===== src/runner_config.svh =====
`ifndef RUNNER_CONFIG_SVH
`define RUNNER_CONFIG_SVH

// sensor sample width, two's complement
`define RUNNER_SAMPLE_W 16

// band below a threshold where a request keeps its level
`define RUNNER_HYST 64

// thresholds loaded at reset
`define RUNNER_JUMP_THRESH_RST 1000
`define RUNNER_DUCK_THRESH_RST 1000

// stable cycles before a button output moves
`define RUNNER_DEBOUNCE_CYCLES 8

// jump counter width, saturating
`define RUNNER_COUNT_W 16

`endif


===== src/runner_pkg.sv =====
`default_nettype none

package runner_pkg;

  // player motion as seen by the game core
  typedef enum logic [1:0] {
    MOTION_IDLE = 2'd0,
    // jump has priority over duck
    MOTION_JUMP = 2'd1,
    MOTION_DUCK = 2'd2
  } motion_t;

  // apb slave progress through one transfer
  typedef enum logic [1:0] {
    // waiting for a setup cycle
    APB_IDLE        = 2'd0,
    // setup seen, first access cycle is the wait state
    APB_SETUP_SEEN  = 2'd1,
    // pready high this cycle
    APB_ACCESS_DONE = 2'd2
  } apb_phase_t;

  // register byte addresses
  typedef enum logic [7:0] {
    REG_CTRL        = 8'h00,
    REG_JUMP_THRESH = 8'h04,
    REG_DUCK_THRESH = 8'h08,
    // read only
    REG_STATUS      = 8'h0C,
    REG_JUMP_COUNT  = 8'h10
  } reg_addr_t;

endpackage

`default_nettype wire


===== src/button_debounce.sv =====
`timescale 1ns/1ps
`default_nettype none

`include "runner_config.svh"

module button_debounce (
  input  logic clk_33m,
  input  logic rst_n,
  // 1 when pressed
  input  logic clock_btn,
  // 0 when pressed
  input  logic duck_btn_n,
  // debounced, active high
  output logic btn_jump,
  output logic btn_duck
);

  // bit positions of the two buttons
  localparam int JUMP_IDX = 0;
  localparam int DUCK_IDX = 1;
  localparam int CNT_W    = $clog2(`RUNNER_DEBOUNCE_CYCLES);

  // both buttons as active high
  logic [1:0]       btn_raw;
  // two flop synchronizer
  logic [1:0]       sync_1;
  logic [1:0]       sync_2;
  // accepted level per button
  logic [1:0]       btn_state;
  // cycles the synchronized level has differed from btn_state
  logic [CNT_W-1:0] stable_cnt [2];

  assign btn_raw[JUMP_IDX] = clock_btn;
  assign btn_raw[DUCK_IDX] = ~duck_btn_n;

  always_ff @(posedge clk_33m or negedge rst_n) begin
    if (!rst_n) begin
      sync_1     <= '0;
      sync_2     <= '0;
      btn_state  <= '0;
      stable_cnt <= '{default: '0};
    end else begin
      sync_1 <= btn_raw;
      sync_2 <= sync_1;
      for (int i = 0; i < 2; i++) begin
        if (sync_2[i] == btn_state[i]) begin
          // bounce back, start over
          stable_cnt[i] <= '0;
        end else if (stable_cnt[i] == CNT_W'(`RUNNER_DEBOUNCE_CYCLES - 1)) begin
          // new level held long enough
          btn_state[i]  <= sync_2[i];
          stable_cnt[i] <= '0;
        end else begin
          stable_cnt[i] <= stable_cnt[i] + 1'b1;
        end
      end
    end
  end

  assign btn_jump = btn_state[JUMP_IDX];
  assign btn_duck = btn_state[DUCK_IDX];

endmodule

`default_nettype wire


===== src/motion_detector.sv =====
`timescale 1ns/1ps
`default_nettype none

`include "runner_config.svh"

module motion_detector (
  input  logic                                clk_33m,
  input  logic                                rst_n,
  // decoded sensor samples
  input  logic signed [`RUNNER_SAMPLE_W-1:0] acceleration,
  input  logic signed [`RUNNER_SAMPLE_W-1:0] direction,
  input  logic                                sample_valid,
  // thresholds from the register block
  input  logic        [`RUNNER_SAMPLE_W-1:0] jump_thresh,
  input  logic        [`RUNNER_SAMPLE_W-1:0] duck_thresh,
  // requests, held between samples
  output logic                                sensor_jump,
  output logic                                sensor_duck
);

  // next level of one request for a sample against its threshold
  function automatic logic next_req(
    input logic                               cur,
    input logic signed [`RUNNER_SAMPLE_W-1:0] sample,
    input logic signed [`RUNNER_SAMPLE_W-1:0] thresh
  );
    logic signed [`RUNNER_SAMPLE_W:0] low_bound;
    // one extra bit so thresh minus margin cannot wrap
    low_bound = thresh - `RUNNER_HYST;
    if (sample > thresh) begin
      return 1'b1;
    end else if (sample < low_bound) begin
      return 1'b0;
    end
    // inside the band, keep the level
    return cur;
  endfunction

  // thresholds are compared as signed values
  logic signed [`RUNNER_SAMPLE_W-1:0] jump_thresh_s;
  logic signed [`RUNNER_SAMPLE_W-1:0] duck_thresh_s;

  assign jump_thresh_s = $signed(jump_thresh);
  assign duck_thresh_s = $signed(duck_thresh);

  // requests move only on a valid sample
  always_ff @(posedge clk_33m or negedge rst_n) begin
    if (!rst_n) begin
      sensor_jump <= 1'b0;
      sensor_duck <= 1'b0;
    end else if (sample_valid) begin
      // acceleration drives jump
      sensor_jump <= next_req(sensor_jump, acceleration, jump_thresh_s);
      // direction drives duck
      sensor_duck <= next_req(sensor_duck, direction, duck_thresh_s);
    end
  end

endmodule

`default_nettype wire


===== src/motion_merge.sv =====
`timescale 1ns/1ps
`default_nettype none

`include "runner_config.svh"

module motion_merge
  import runner_pkg::*;
(
  input  logic                       clk_33m,
  input  logic                       rst_n,
  // sensor path
  input  logic                       sensor_jump,
  input  logic                       sensor_duck,
  // button path
  input  logic                       btn_jump,
  input  logic                       btn_duck,
  // from the register block
  input  logic                       sensor_en,
  input  logic                       count_clear,
  // to the game core
  output motion_t                    motion,
  output logic                       jumping,
  output logic                       ducking,
  output logic [`RUNNER_COUNT_W-1:0] jump_count
);

  logic want_jump;
  logic want_duck;
  // counter already at its maximum
  logic count_full;

  // sensor only counts when enabled, buttons always do
  assign want_jump = (sensor_jump & sensor_en) | btn_jump;
  // jump wins, duck suppressed
  assign want_duck = ((sensor_duck & sensor_en) | btn_duck) & ~want_jump;

  assign count_full = &jump_count;

  always_ff @(posedge clk_33m or negedge rst_n) begin
    if (!rst_n) begin
      motion     <= MOTION_IDLE;
      jumping    <= 1'b0;
      ducking    <= 1'b0;
      jump_count <= '0;
    end else begin
      jumping <= want_jump;
      ducking <= want_duck;
      if (want_jump) begin
        motion <= MOTION_JUMP;
      end else if (want_duck) begin
        motion <= MOTION_DUCK;
      end else begin
        motion <= MOTION_IDLE;
      end
      // clear beats the increment
      if (count_clear) begin
        jump_count <= '0;
      end else if (want_jump && !jumping && !count_full) begin
        // jumping is about to rise
        jump_count <= jump_count + 1'b1;
      end
    end
  end

endmodule

`default_nettype wire


===== src/runner_input_top.sv =====
`timescale 1ns/1ps
`default_nettype none

`include "runner_config.svh"

module runner_input_top
  import runner_pkg::*;
(
  input  logic                               clk_33m,
  input  logic                               rst_n,
  // apb
  input  logic [7:0]                         paddr,
  input  logic                               psel,
  input  logic                               penable,
  input  logic                               pwrite,
  input  logic [31:0]                        pwdata,
  output logic [31:0]                        prdata,
  output logic                               pready,
  output logic                               pslverr,
  // wireless sensor, already decoded
  input  logic signed [`RUNNER_SAMPLE_W-1:0] acceleration,
  input  logic signed [`RUNNER_SAMPLE_W-1:0] direction,
  input  logic                               sample_valid,
  // board buttons
  input  logic                               clock_btn,
  input  logic                               duck_btn_n,
  // player motion
  output logic                               jumping,
  output logic                               ducking,
  output motion_t                            motion
);

  // register block controls
  logic [`RUNNER_SAMPLE_W-1:0] jump_thresh;
  logic [`RUNNER_SAMPLE_W-1:0] duck_thresh;
  logic                        sensor_en;
  logic                        count_clear;
  // requests from both paths
  logic                        sensor_jump;
  logic                        sensor_duck;
  logic                        btn_jump;
  logic                        btn_duck;
  logic [`RUNNER_COUNT_W-1:0]  jump_count;

  // sensor path, one cycle
  motion_detector motion_detector_inst (
    .clk_33m,
    .rst_n,
    .acceleration,
    .direction,
    .sample_valid,
    .jump_thresh,
    .duck_thresh,
    .sensor_jump,
    .sensor_duck
  );

  // button path, debounce plus synchronizer
  button_debounce button_debounce_inst (
    .clk_33m,
    .rst_n,
    .clock_btn,
    .duck_btn_n,
    .btn_jump,
    .btn_duck
  );

  // priority and jump counting, one cycle
  motion_merge motion_merge_inst (
    .clk_33m,
    .rst_n,
    .sensor_jump,
    .sensor_duck,
    .btn_jump,
    .btn_duck,
    .sensor_en,
    .count_clear,
    .motion,
    .jumping,
    .ducking,
    .jump_count
  );

  runner_regs runner_regs_inst (
    .clk_33m,
    .rst_n,
    .paddr,
    .psel,
    .penable,
    .pwrite,
    .pwdata,
    .prdata,
    .pready,
    .pslverr,
    .motion,
    .jump_count,
    .jump_thresh,
    .duck_thresh,
    .sensor_en,
    .count_clear
  );

endmodule

`default_nettype wire


===== src/runner_regs.sv =====
`timescale 1ns/1ps
`default_nettype none

`include "runner_config.svh"

module runner_regs
  import runner_pkg::*;
(
  input  logic                        clk_33m,
  input  logic                        rst_n,
  // apb slave
  input  logic [7:0]                  paddr,
  input  logic                        psel,
  input  logic                        penable,
  input  logic                        pwrite,
  input  logic [31:0]                 pwdata,
  output logic [31:0]                 prdata,
  output logic                        pready,
  output logic                        pslverr,
  // status in
  input  motion_t                     motion,
  input  logic [`RUNNER_COUNT_W-1:0]  jump_count,
  // control out
  output logic [`RUNNER_SAMPLE_W-1:0] jump_thresh,
  output logic [`RUNNER_SAMPLE_W-1:0] duck_thresh,
  output logic                        sensor_en,
  output logic                        count_clear
);

  apb_phase_t  apb_state;
  reg_addr_t   addr;
  // first access cycle, the wait state
  logic        access_fire;
  logic        addr_hit;
  logic        bad_access;
  logic        wr_ok;
  logic [31:0] rd_word;

  assign addr        = reg_addr_t'(paddr);
  assign access_fire = (apb_state == APB_SETUP_SEEN) && psel && penable;

  // address decode and read mux
  always_comb begin
    addr_hit = 1'b1;
    rd_word  = '0;
    case (addr)
      REG_CTRL:        rd_word[0] = sensor_en;
      REG_JUMP_THRESH: rd_word[`RUNNER_SAMPLE_W-1:0] = jump_thresh;
      REG_DUCK_THRESH: rd_word[`RUNNER_SAMPLE_W-1:0] = duck_thresh;
      REG_STATUS:      rd_word[1:0] = motion;
      REG_JUMP_COUNT:  rd_word[`RUNNER_COUNT_W-1:0] = jump_count;
      default:         addr_hit = 1'b0;
    endcase
  end

  // unmapped address, or a write to the read-only status
  assign bad_access = ~addr_hit | (pwrite & (addr == REG_STATUS));
  assign wr_ok      = access_fire & pwrite & ~bad_access;

  // pready only in the second access cycle
  assign pready = (apb_state == APB_ACCESS_DONE);

  always_ff @(posedge clk_33m or negedge rst_n) begin
    if (!rst_n) begin
      apb_state   <= APB_IDLE;
      pslverr     <= 1'b0;
      count_clear <= 1'b0;
      sensor_en   <= 1'b1;
      jump_thresh <= `RUNNER_SAMPLE_W'(`RUNNER_JUMP_THRESH_RST);
      duck_thresh <= `RUNNER_SAMPLE_W'(`RUNNER_DUCK_THRESH_RST);
    end else begin
      // one cycle pulse
      count_clear <= wr_ok & (addr == REG_JUMP_COUNT);
      case (apb_state)
        APB_IDLE: begin
          pslverr <= 1'b0;
          if (psel && !penable) begin
            apb_state <= APB_SETUP_SEEN;
          end
        end
        APB_SETUP_SEEN: begin
          if (access_fire) begin
            apb_state <= APB_ACCESS_DONE;
            // error shows up with pready
            pslverr   <= bad_access;
          end else if (!psel) begin
            // master dropped the transfer
            apb_state <= APB_IDLE;
          end
        end
        default: begin
          // transfer ends here
          apb_state <= APB_IDLE;
          pslverr   <= 1'b0;
        end
      endcase
      if (wr_ok) begin
        case (addr)
          REG_CTRL:        sensor_en <= pwdata[0];
          REG_JUMP_THRESH: jump_thresh <= pwdata[`RUNNER_SAMPLE_W-1:0];
          REG_DUCK_THRESH: duck_thresh <= pwdata[`RUNNER_SAMPLE_W-1:0];
          // jump count write only clears, handled above
          default:         ;
        endcase
      end
    end
  end

  // read data lands together with pready
  always_ff @(posedge clk_33m) begin
    if (access_fire) begin
      prdata <= rd_word;
    end
  end

endmodule

`default_nettype wire

===== config.mk =====
export PLATFORM = sky130hd
export DESIGN_NAME = runner_input_top
export DESIGN_NICKNAME = d
export VERILOG_FILES = /design/src/runner_pkg.sv /design/src/button_debounce.sv /design/src/motion_detector.sv /design/src/motion_merge.sv /design/src/runner_input_top.sv /design/src/runner_regs.sv
export VERILOG_INCLUDE_DIRS = /design/src
export SDC_FILE = /design/constraint.sdc
export NUM_CORES = 1
export LEC_CHECK = 0
export BUFFER_PORTS_ARGS = -buffer_cell sky130_fd_sc_hd__buf_2
export CORE_MARGIN = 2
export CORE_UTILIZATION = 50
export CTS_CLUSTER_DIAMETER = 120
export DETAILED_ROUTE_END_ITERATION = 8
export GPL_TIMING_DRIVEN = 0
export PLACE_DENSITY = 0.87
export SYNTH_ARGS = -nofsm -noshare
export SYNTH_HDL_FRONTEND = slang
export SYNTH_SLANG_ARGS = --single-unit

===== constraint.sdc =====
create_clock -name clk_33m -period 2.5 [get_ports clk_33m]
set_clock_uncertainty 0.15 [all_clocks]
set_input_delay 0.5 -clock clk_33m [delete_from_list [all_inputs] [get_ports clk_33m]]
set_output_delay 0.5 -clock clk_33m [all_outputs]
set_load 0.01 [all_outputs]

# Yosys cells after proc, flatten, opt, wreduce, memory -nomap -nowiden
# Index checks and enable logic that the tools add are counted.
# Widths: inputs -> output; s select.
[totals] regBits=87 input_bits=80 output_inout_bits=38
[classes] add_sub_neg=5 magnitude_cmp=4 eq_ne=13 mux=28 bitwise=16 n_reduce_logical=21
[op_table] op="$pmux 14 s3" count=1
[op_table] op="$lt 16x17->1" count=2
[op_table] op="$sub 16x8->17 const B" count=2
[op_table] op="$gt 16x16->1" count=2
[op_table] op="$mux 16" count=2
[op_table] op="$add 16x1->16 const B" count=1
[op_table] op="$eq 8x4->1 const B" count=2
[op_table] op="$reduce_and 16->1" count=1
[op_table] op="$reduce_and 2->1" count=8
[op_table] op="$mux 1" count=13
[op_table] op="$mux 3" count=4
[op_table] op="$mux 2" count=5
[op_table] op="$eq 8x3->1 const B" count=1
[op_table] op="$eq 8x5->1 const B" count=1
[op_table] op="$logic_not 8->1" count=1
[op_table] op="$and 1x1->1" count=7
[op_table] op="$add 3x1->3 const B" count=2
[op_table] op="$eq 3x3->1 const B" count=2
[op_table] op="$not 1->1" count=6
[op_table] op="$logic_and 1x1->1" count=5
[op_table] op="$pmux 1 s5" count=1
[op_table] op="$reduce_or 5->1" count=1
[op_table] op="$ne 2x1->1 const B" count=2
[op_table] op="$pmux 1 s4" count=1
[op_table] op="other kinds (9)" count=14

# Depth between registers and ports, before layout
[depth] depth_word=8 ltp_mapped=12 mapped_depth_nobuf=12

# Cells and area by module
# From an unflattened synthesis, not the netlist that was laid out.
[hier_totals] cells_unflattened=531 hier_area_um2=5790.6
[modules_own_cells] module="runner_regs" instances=1 cells_each=173 area_per_inst_um2=2638.8 seq_area_each_um2=1422.6
[modules_own_cells] module="motion_detector" instances=1 cells_each=227 area_per_inst_um2=1720.4 seq_area_each_um2=50.0
[modules_own_cells] module="motion_merge" instances=1 cells_each=104 area_per_inst_um2=987.2 seq_area_each_um2=450.4
[modules_own_cells] module="button_debounce" instances=1 cells_each=27 area_per_inst_um2=444.2 seq_area_each_um2=300.3

# Worst setup path before layout
# Ideal clock, no wire load.
[synth_timing] kind="register to register" from="register runner_regs_inst.duck_thresh[8]" to="register motion_detector_inst.sensor_duck" setup_ps=130 arrival_ps=2293 setup_slack_ps=-73 path_stages_with_launch=11 path_buffers=0 cell_sequence="dfstp_2 nor4_1 nand2_1 nor3_1 xnor2_1 ha_1 a21o_1 a21oi_1 nand4b_1 a211oi_1 o21ai_0"
[synth_via] elab_chain_cells=6
[synth_lines] element="from (decl)" line="runner_regs.sv:25" source="output logic [`RUNNER_SAMPLE_W-1:0] duck_thresh,"
[synth_lines] element="from (signal assigned)" line="runner_regs.sv:70" source="duck_thresh <= `RUNNER_SAMPLE_W'(`RUNNER_DUCK_THRESH_RST);"
[synth_lines] element="from (signal assigned)" line="runner_regs.sv:101" source="REG_DUCK_THRESH: duck_thresh <= pwdata[`RUNNER_SAMPLE_W-1:0];"
[synth_lines] element="$sub 16x8->17 (no source line)"
[synth_lines] element="$lt 16x17->1" line="motion_detector.sv:32" source="end else if (sample < low_bound) begin"
[synth_lines] element="$mux 1" line="motion_detector.sv:32"
[synth_lines] element="$mux 1" line="motion_detector.sv:30" source="if (sample > thresh) begin"
[synth_lines] element="$mux 1" line="motion_detector.sv:51" source="end else if (sample_valid) begin"
[synth_lines] element="$reduce_and 2->1 (no source line)"
[synth_lines] element="to (signal assigned)" line="motion_detector.sv:55" source="sensor_duck <= next_req(sensor_duck, direction, duck_thresh_s);"
[synth_lines] element="to (decl)" line="motion_detector.sv:18" source="output logic sensor_duck"
# Parallel ways exist; a longest one is shown, timed or not. The select of a mux whose other input is x is not followed.
# A chain may end at the register's enable or synchronous reset.

# Worst setup path in the final report
[layout_timing] from="register runner_regs_inst.jump_thresh[8]" to="register motion_detector_inst.sensor_jump"
[layout_via] elab_chain_cells=6
[layout_lines] element="from (decl)" line="runner_regs.sv:24" source="output logic [`RUNNER_SAMPLE_W-1:0] jump_thresh,"
[layout_lines] element="from (signal assigned)" line="runner_regs.sv:69" source="jump_thresh <= `RUNNER_SAMPLE_W'(`RUNNER_JUMP_THRESH_RST);"
[layout_lines] element="from (signal assigned)" line="runner_regs.sv:100" source="REG_JUMP_THRESH: jump_thresh <= pwdata[`RUNNER_SAMPLE_W-1:0];"
[layout_lines] element="$sub 16x8->17 (no source line)"
[layout_lines] element="$lt 16x17->1" line="motion_detector.sv:32"
[layout_lines] element="$mux 1" line="motion_detector.sv:32"
[layout_lines] element="$mux 1" line="motion_detector.sv:30"
[layout_lines] element="$mux 1" line="motion_detector.sv:51"
[layout_lines] element="$reduce_and 2->1 (no source line)"
[layout_lines] element="to (signal assigned)" line="motion_detector.sv:53" source="sensor_jump <= next_req(sensor_jump, acceleration, jump_thresh_s);"
[layout_lines] element="to (decl)" line="motion_detector.sv:17" source="output logic sensor_jump,"
# Parallel ways exist; a longest one is shown, timed or not. The select of a mux whose other input is x is not followed.

==> results.ini <==
[outcome]
status = complete, no violations

[timing]
min_period_ns = 2.49
fmax_mhz = 402
hold_violations = 0
hold-worst-slack_ns = 0.0809
fin_crit_sh_pct = 99.5
worst_slack_ns = 0.0122
tightest_slew_ns = 0.830
setup_viol = 0
max_slew_margin_pct = 44.7
finalMaxSlewViolations = 0
rsz0062_at_grt = yes

[setup_path]
ff2ff_setup_slack_ns = 0.01
required_ns = 2.60
worstSetupPathType = reg2reg
start_kind = flop
r2r_end = motion_detector_inst.sensor_jump
crit_path_end_kind = flop
cp.arrival_ns = 2.58
reg2reg_depth = 11
r2r_start = runner_regs_inst.jump_thresh[8]
path_max_fanout = 3

[synthesis]
avgSynthCellArea_um2 = 10.1
ys_ff_latch = 85
ys_warn_count = 0
netlist_top_cells_area = dfrtp_1, ha_1, edfxtp_1, dfstp_2, xnor2_1
synth_cells = 535
synth_area_um2 = 5420
synth_most_common_cell = ha_1
yosys_most_used_dff = dfrtp_1
synth-async-reset-ratio_pct = 81.2
synthTopCellsByCount = ha_1, dfrtp_1, inv_1
yosys.area.top_type = dfrtp_1
synthDistinctLibCells = 60
synth_seq_area_share_pct = 41.0
synth_edf_count = 16
synth_top_area_share_pct = 25.9

[finish]
n_antenna_cell = 0
fillCellCount = 825
fin_cells = 804
nNetsFinal = 800
area_growth_pct = 20.3
regArea_um2 = 2220
drive_gt1_share_pct = 29.7
final_core_util_pct = 60.9
multi_input_area_um2 = 2970

[power_and_ir_drop]
p_leak_nw = 3.29
ir_drop_mv = 0.242
power_density_nw_per_um2 = 486
total_power_mw = 3.17

[route]
vias = 4574
drt_iter0_drc = 376
first_pass_iters = 6
wire_per_inst_um = 17.0
routed_wl_um = 13600
vias_per_cell = 5.69
drtAntennaViolNets = 0
drc = 0

[placed_design]
placed_cells = 774
dp_hpwl_um = 10600
portBuffers = 84
place_congestion = 0.942
preCtsSetupSlack_ns = -0.392

[die]
dieArea_um2 = 11700
core_area_um2 = 10700
ioPinCount = 118
die_w_um = 108
die_height_um = 108
initial_core_util_pct = 50.6
rows = 38

[global_route]
grt_max_degree = 70
gr-total-overflow = 0
antenna_found_initial = 0
grt_pass1_wl_um = 21600
grt_pass1_vias = 4526
grtUsageTotal_pct = 23.8

[job]
max_cap_violations = 0

[cts]
clock_tree.root_cell = clkbuf_8
cts_buffers = 9
clock-sinks = 85
cts_buffer_depth = 2
clk_latency_ns = 0.36
htreeDepth = 3
cts_tree = yes
path_clk_slew_ns = 0.09

[min_path]
min_path_type = in2async

==> worst max-delay path, cell delays in order, from the launching register on <==
cell      delay [ns]
dfstp_2         0.39
nor4_4          0.34
nand2_2         0.13
nor3_4          0.18
xnor2_1         0.11
ha_1            0.33
a21oi_2         0.13
nor2b_1         0.06
o31ai_1         0.19
o211ai_1        0.12
a21oi_1         0.15
o22ai_1         0.09
==> layout make-up <==
type,instances,area share (%)
buffer,32,3.44
clock buffer,11,2.17
clock inverter,5,0.922
inverter,52,3.00
multi-input combinational,381,45.5
sequential,85,34.2
tap,140,2.69
timing repair buffer,98,8.11
==> logic make-up after synthesis <==
kind of cell / after synthesis / synth area share (%)
AO/OA/AOI/OAI: 101 / 12.3
XOR/XNOR: 31 / 5.01
adder cells (fa/ha/maj): 61 / 14.1
buffers and inverters: 84 / 7.74
flip-flops: 85 / 41.0
multiplexers: 23 / 5.66
other: 1 / 0.0692
AND/OR/NAND/NOR: 149 / 14.0
==> what timing repair did <==
action	CTS	global route
setup endpoints to repair	4	21
pin swaps	5	19
resized for setup	13	13
hold buffers	0	0
buffers inserted	5	9
==> worst max-delay path by stage <==
stage                                     startpoint                          endpoint  slack (ns)  cells after the start
floorplan                                    penable  runner_regs_inst.jump_thresh[10]        0.01                      6
global placement                             penable  runner_regs_inst.jump_thresh[11]       -0.51                      7
detailed placement  runner_regs_inst.jump_thresh[11]  motion_detector_inst.sensor_jump       -0.39                     11
CTS                 runner_regs_inst.jump_thresh[10]  motion_detector_inst.sensor_jump       -0.11                     11
global route         runner_regs_inst.jump_thresh[8]  motion_detector_inst.sensor_jump       -0.15                     11
finish               runner_regs_inst.jump_thresh[8]  motion_detector_inst.sensor_jump        0.01                     11
==> stage by stage <==
stage                     TNS, ns  cell area (um2)
after detailed placement    -5.23             6090
after global routing       -0.172             6510
after CTS                  -0.114             6380
final                           0             6510
after floorplan                 0             5490
after global placement     -13.23             6080
==> layout by cell type, fill, tap and decap left out, types with 13 or more instances in the layout <==
cell type,Yosys,final
a222oi_1,14,14
inv_1,52,52
conb_1,1,16
nand4_1,14,14
a21oi_1,28,26
xnor2_1,24,23
ha_1,61,58
buf_4,20,35
edfxtp_1,16,16
nor3_1,16,13
buf_2,4,87
dfrtp_1,56,55
dfstp_2,13,13
o21ai_0,24,22
nor2_1,29,28
nand2_1,37,35
nand3_1,18,18
==> flip-flops by register name (all words and copies together) (netlist names), 2 cells and up <==
signal,flops
button_debounce_inst.stable_cnt,6
runner_regs_inst.jump_thresh,16
runner_regs_inst.duck_thresh,16
runner_regs_inst.prdata,16
button_debounce_inst.btn_state,2
runner_regs_inst.apb_state,2
button_debounce_inst.sync_1,2
button_debounce_inst.sync_2,2
motion_merge_inst.jump_count,16
==> where the power goes <==
group / internal, mW / switching (mW) / total (mW)
Sequential: 1.51 / 0.0983 / 1.61
Clock: 0.493 / 0.492 / 0.984
Combinational: 0.265 / 0.306 / 0.571
Total: 2.27 / 0.896 / 3.17
==> layer usage <==
metal | track usage (%) | routed length, um | vias up
li1 | - | - | 2149
met1 | 28.1 | 5390 | 2180
met2 | 40.4 | 6800 | 199
met3 | 5.24 | 894 | 46
met4 | 12.6 | 550 | 0
met5 | 0 | 0 | -
Power figures use the tool's default switching activity.
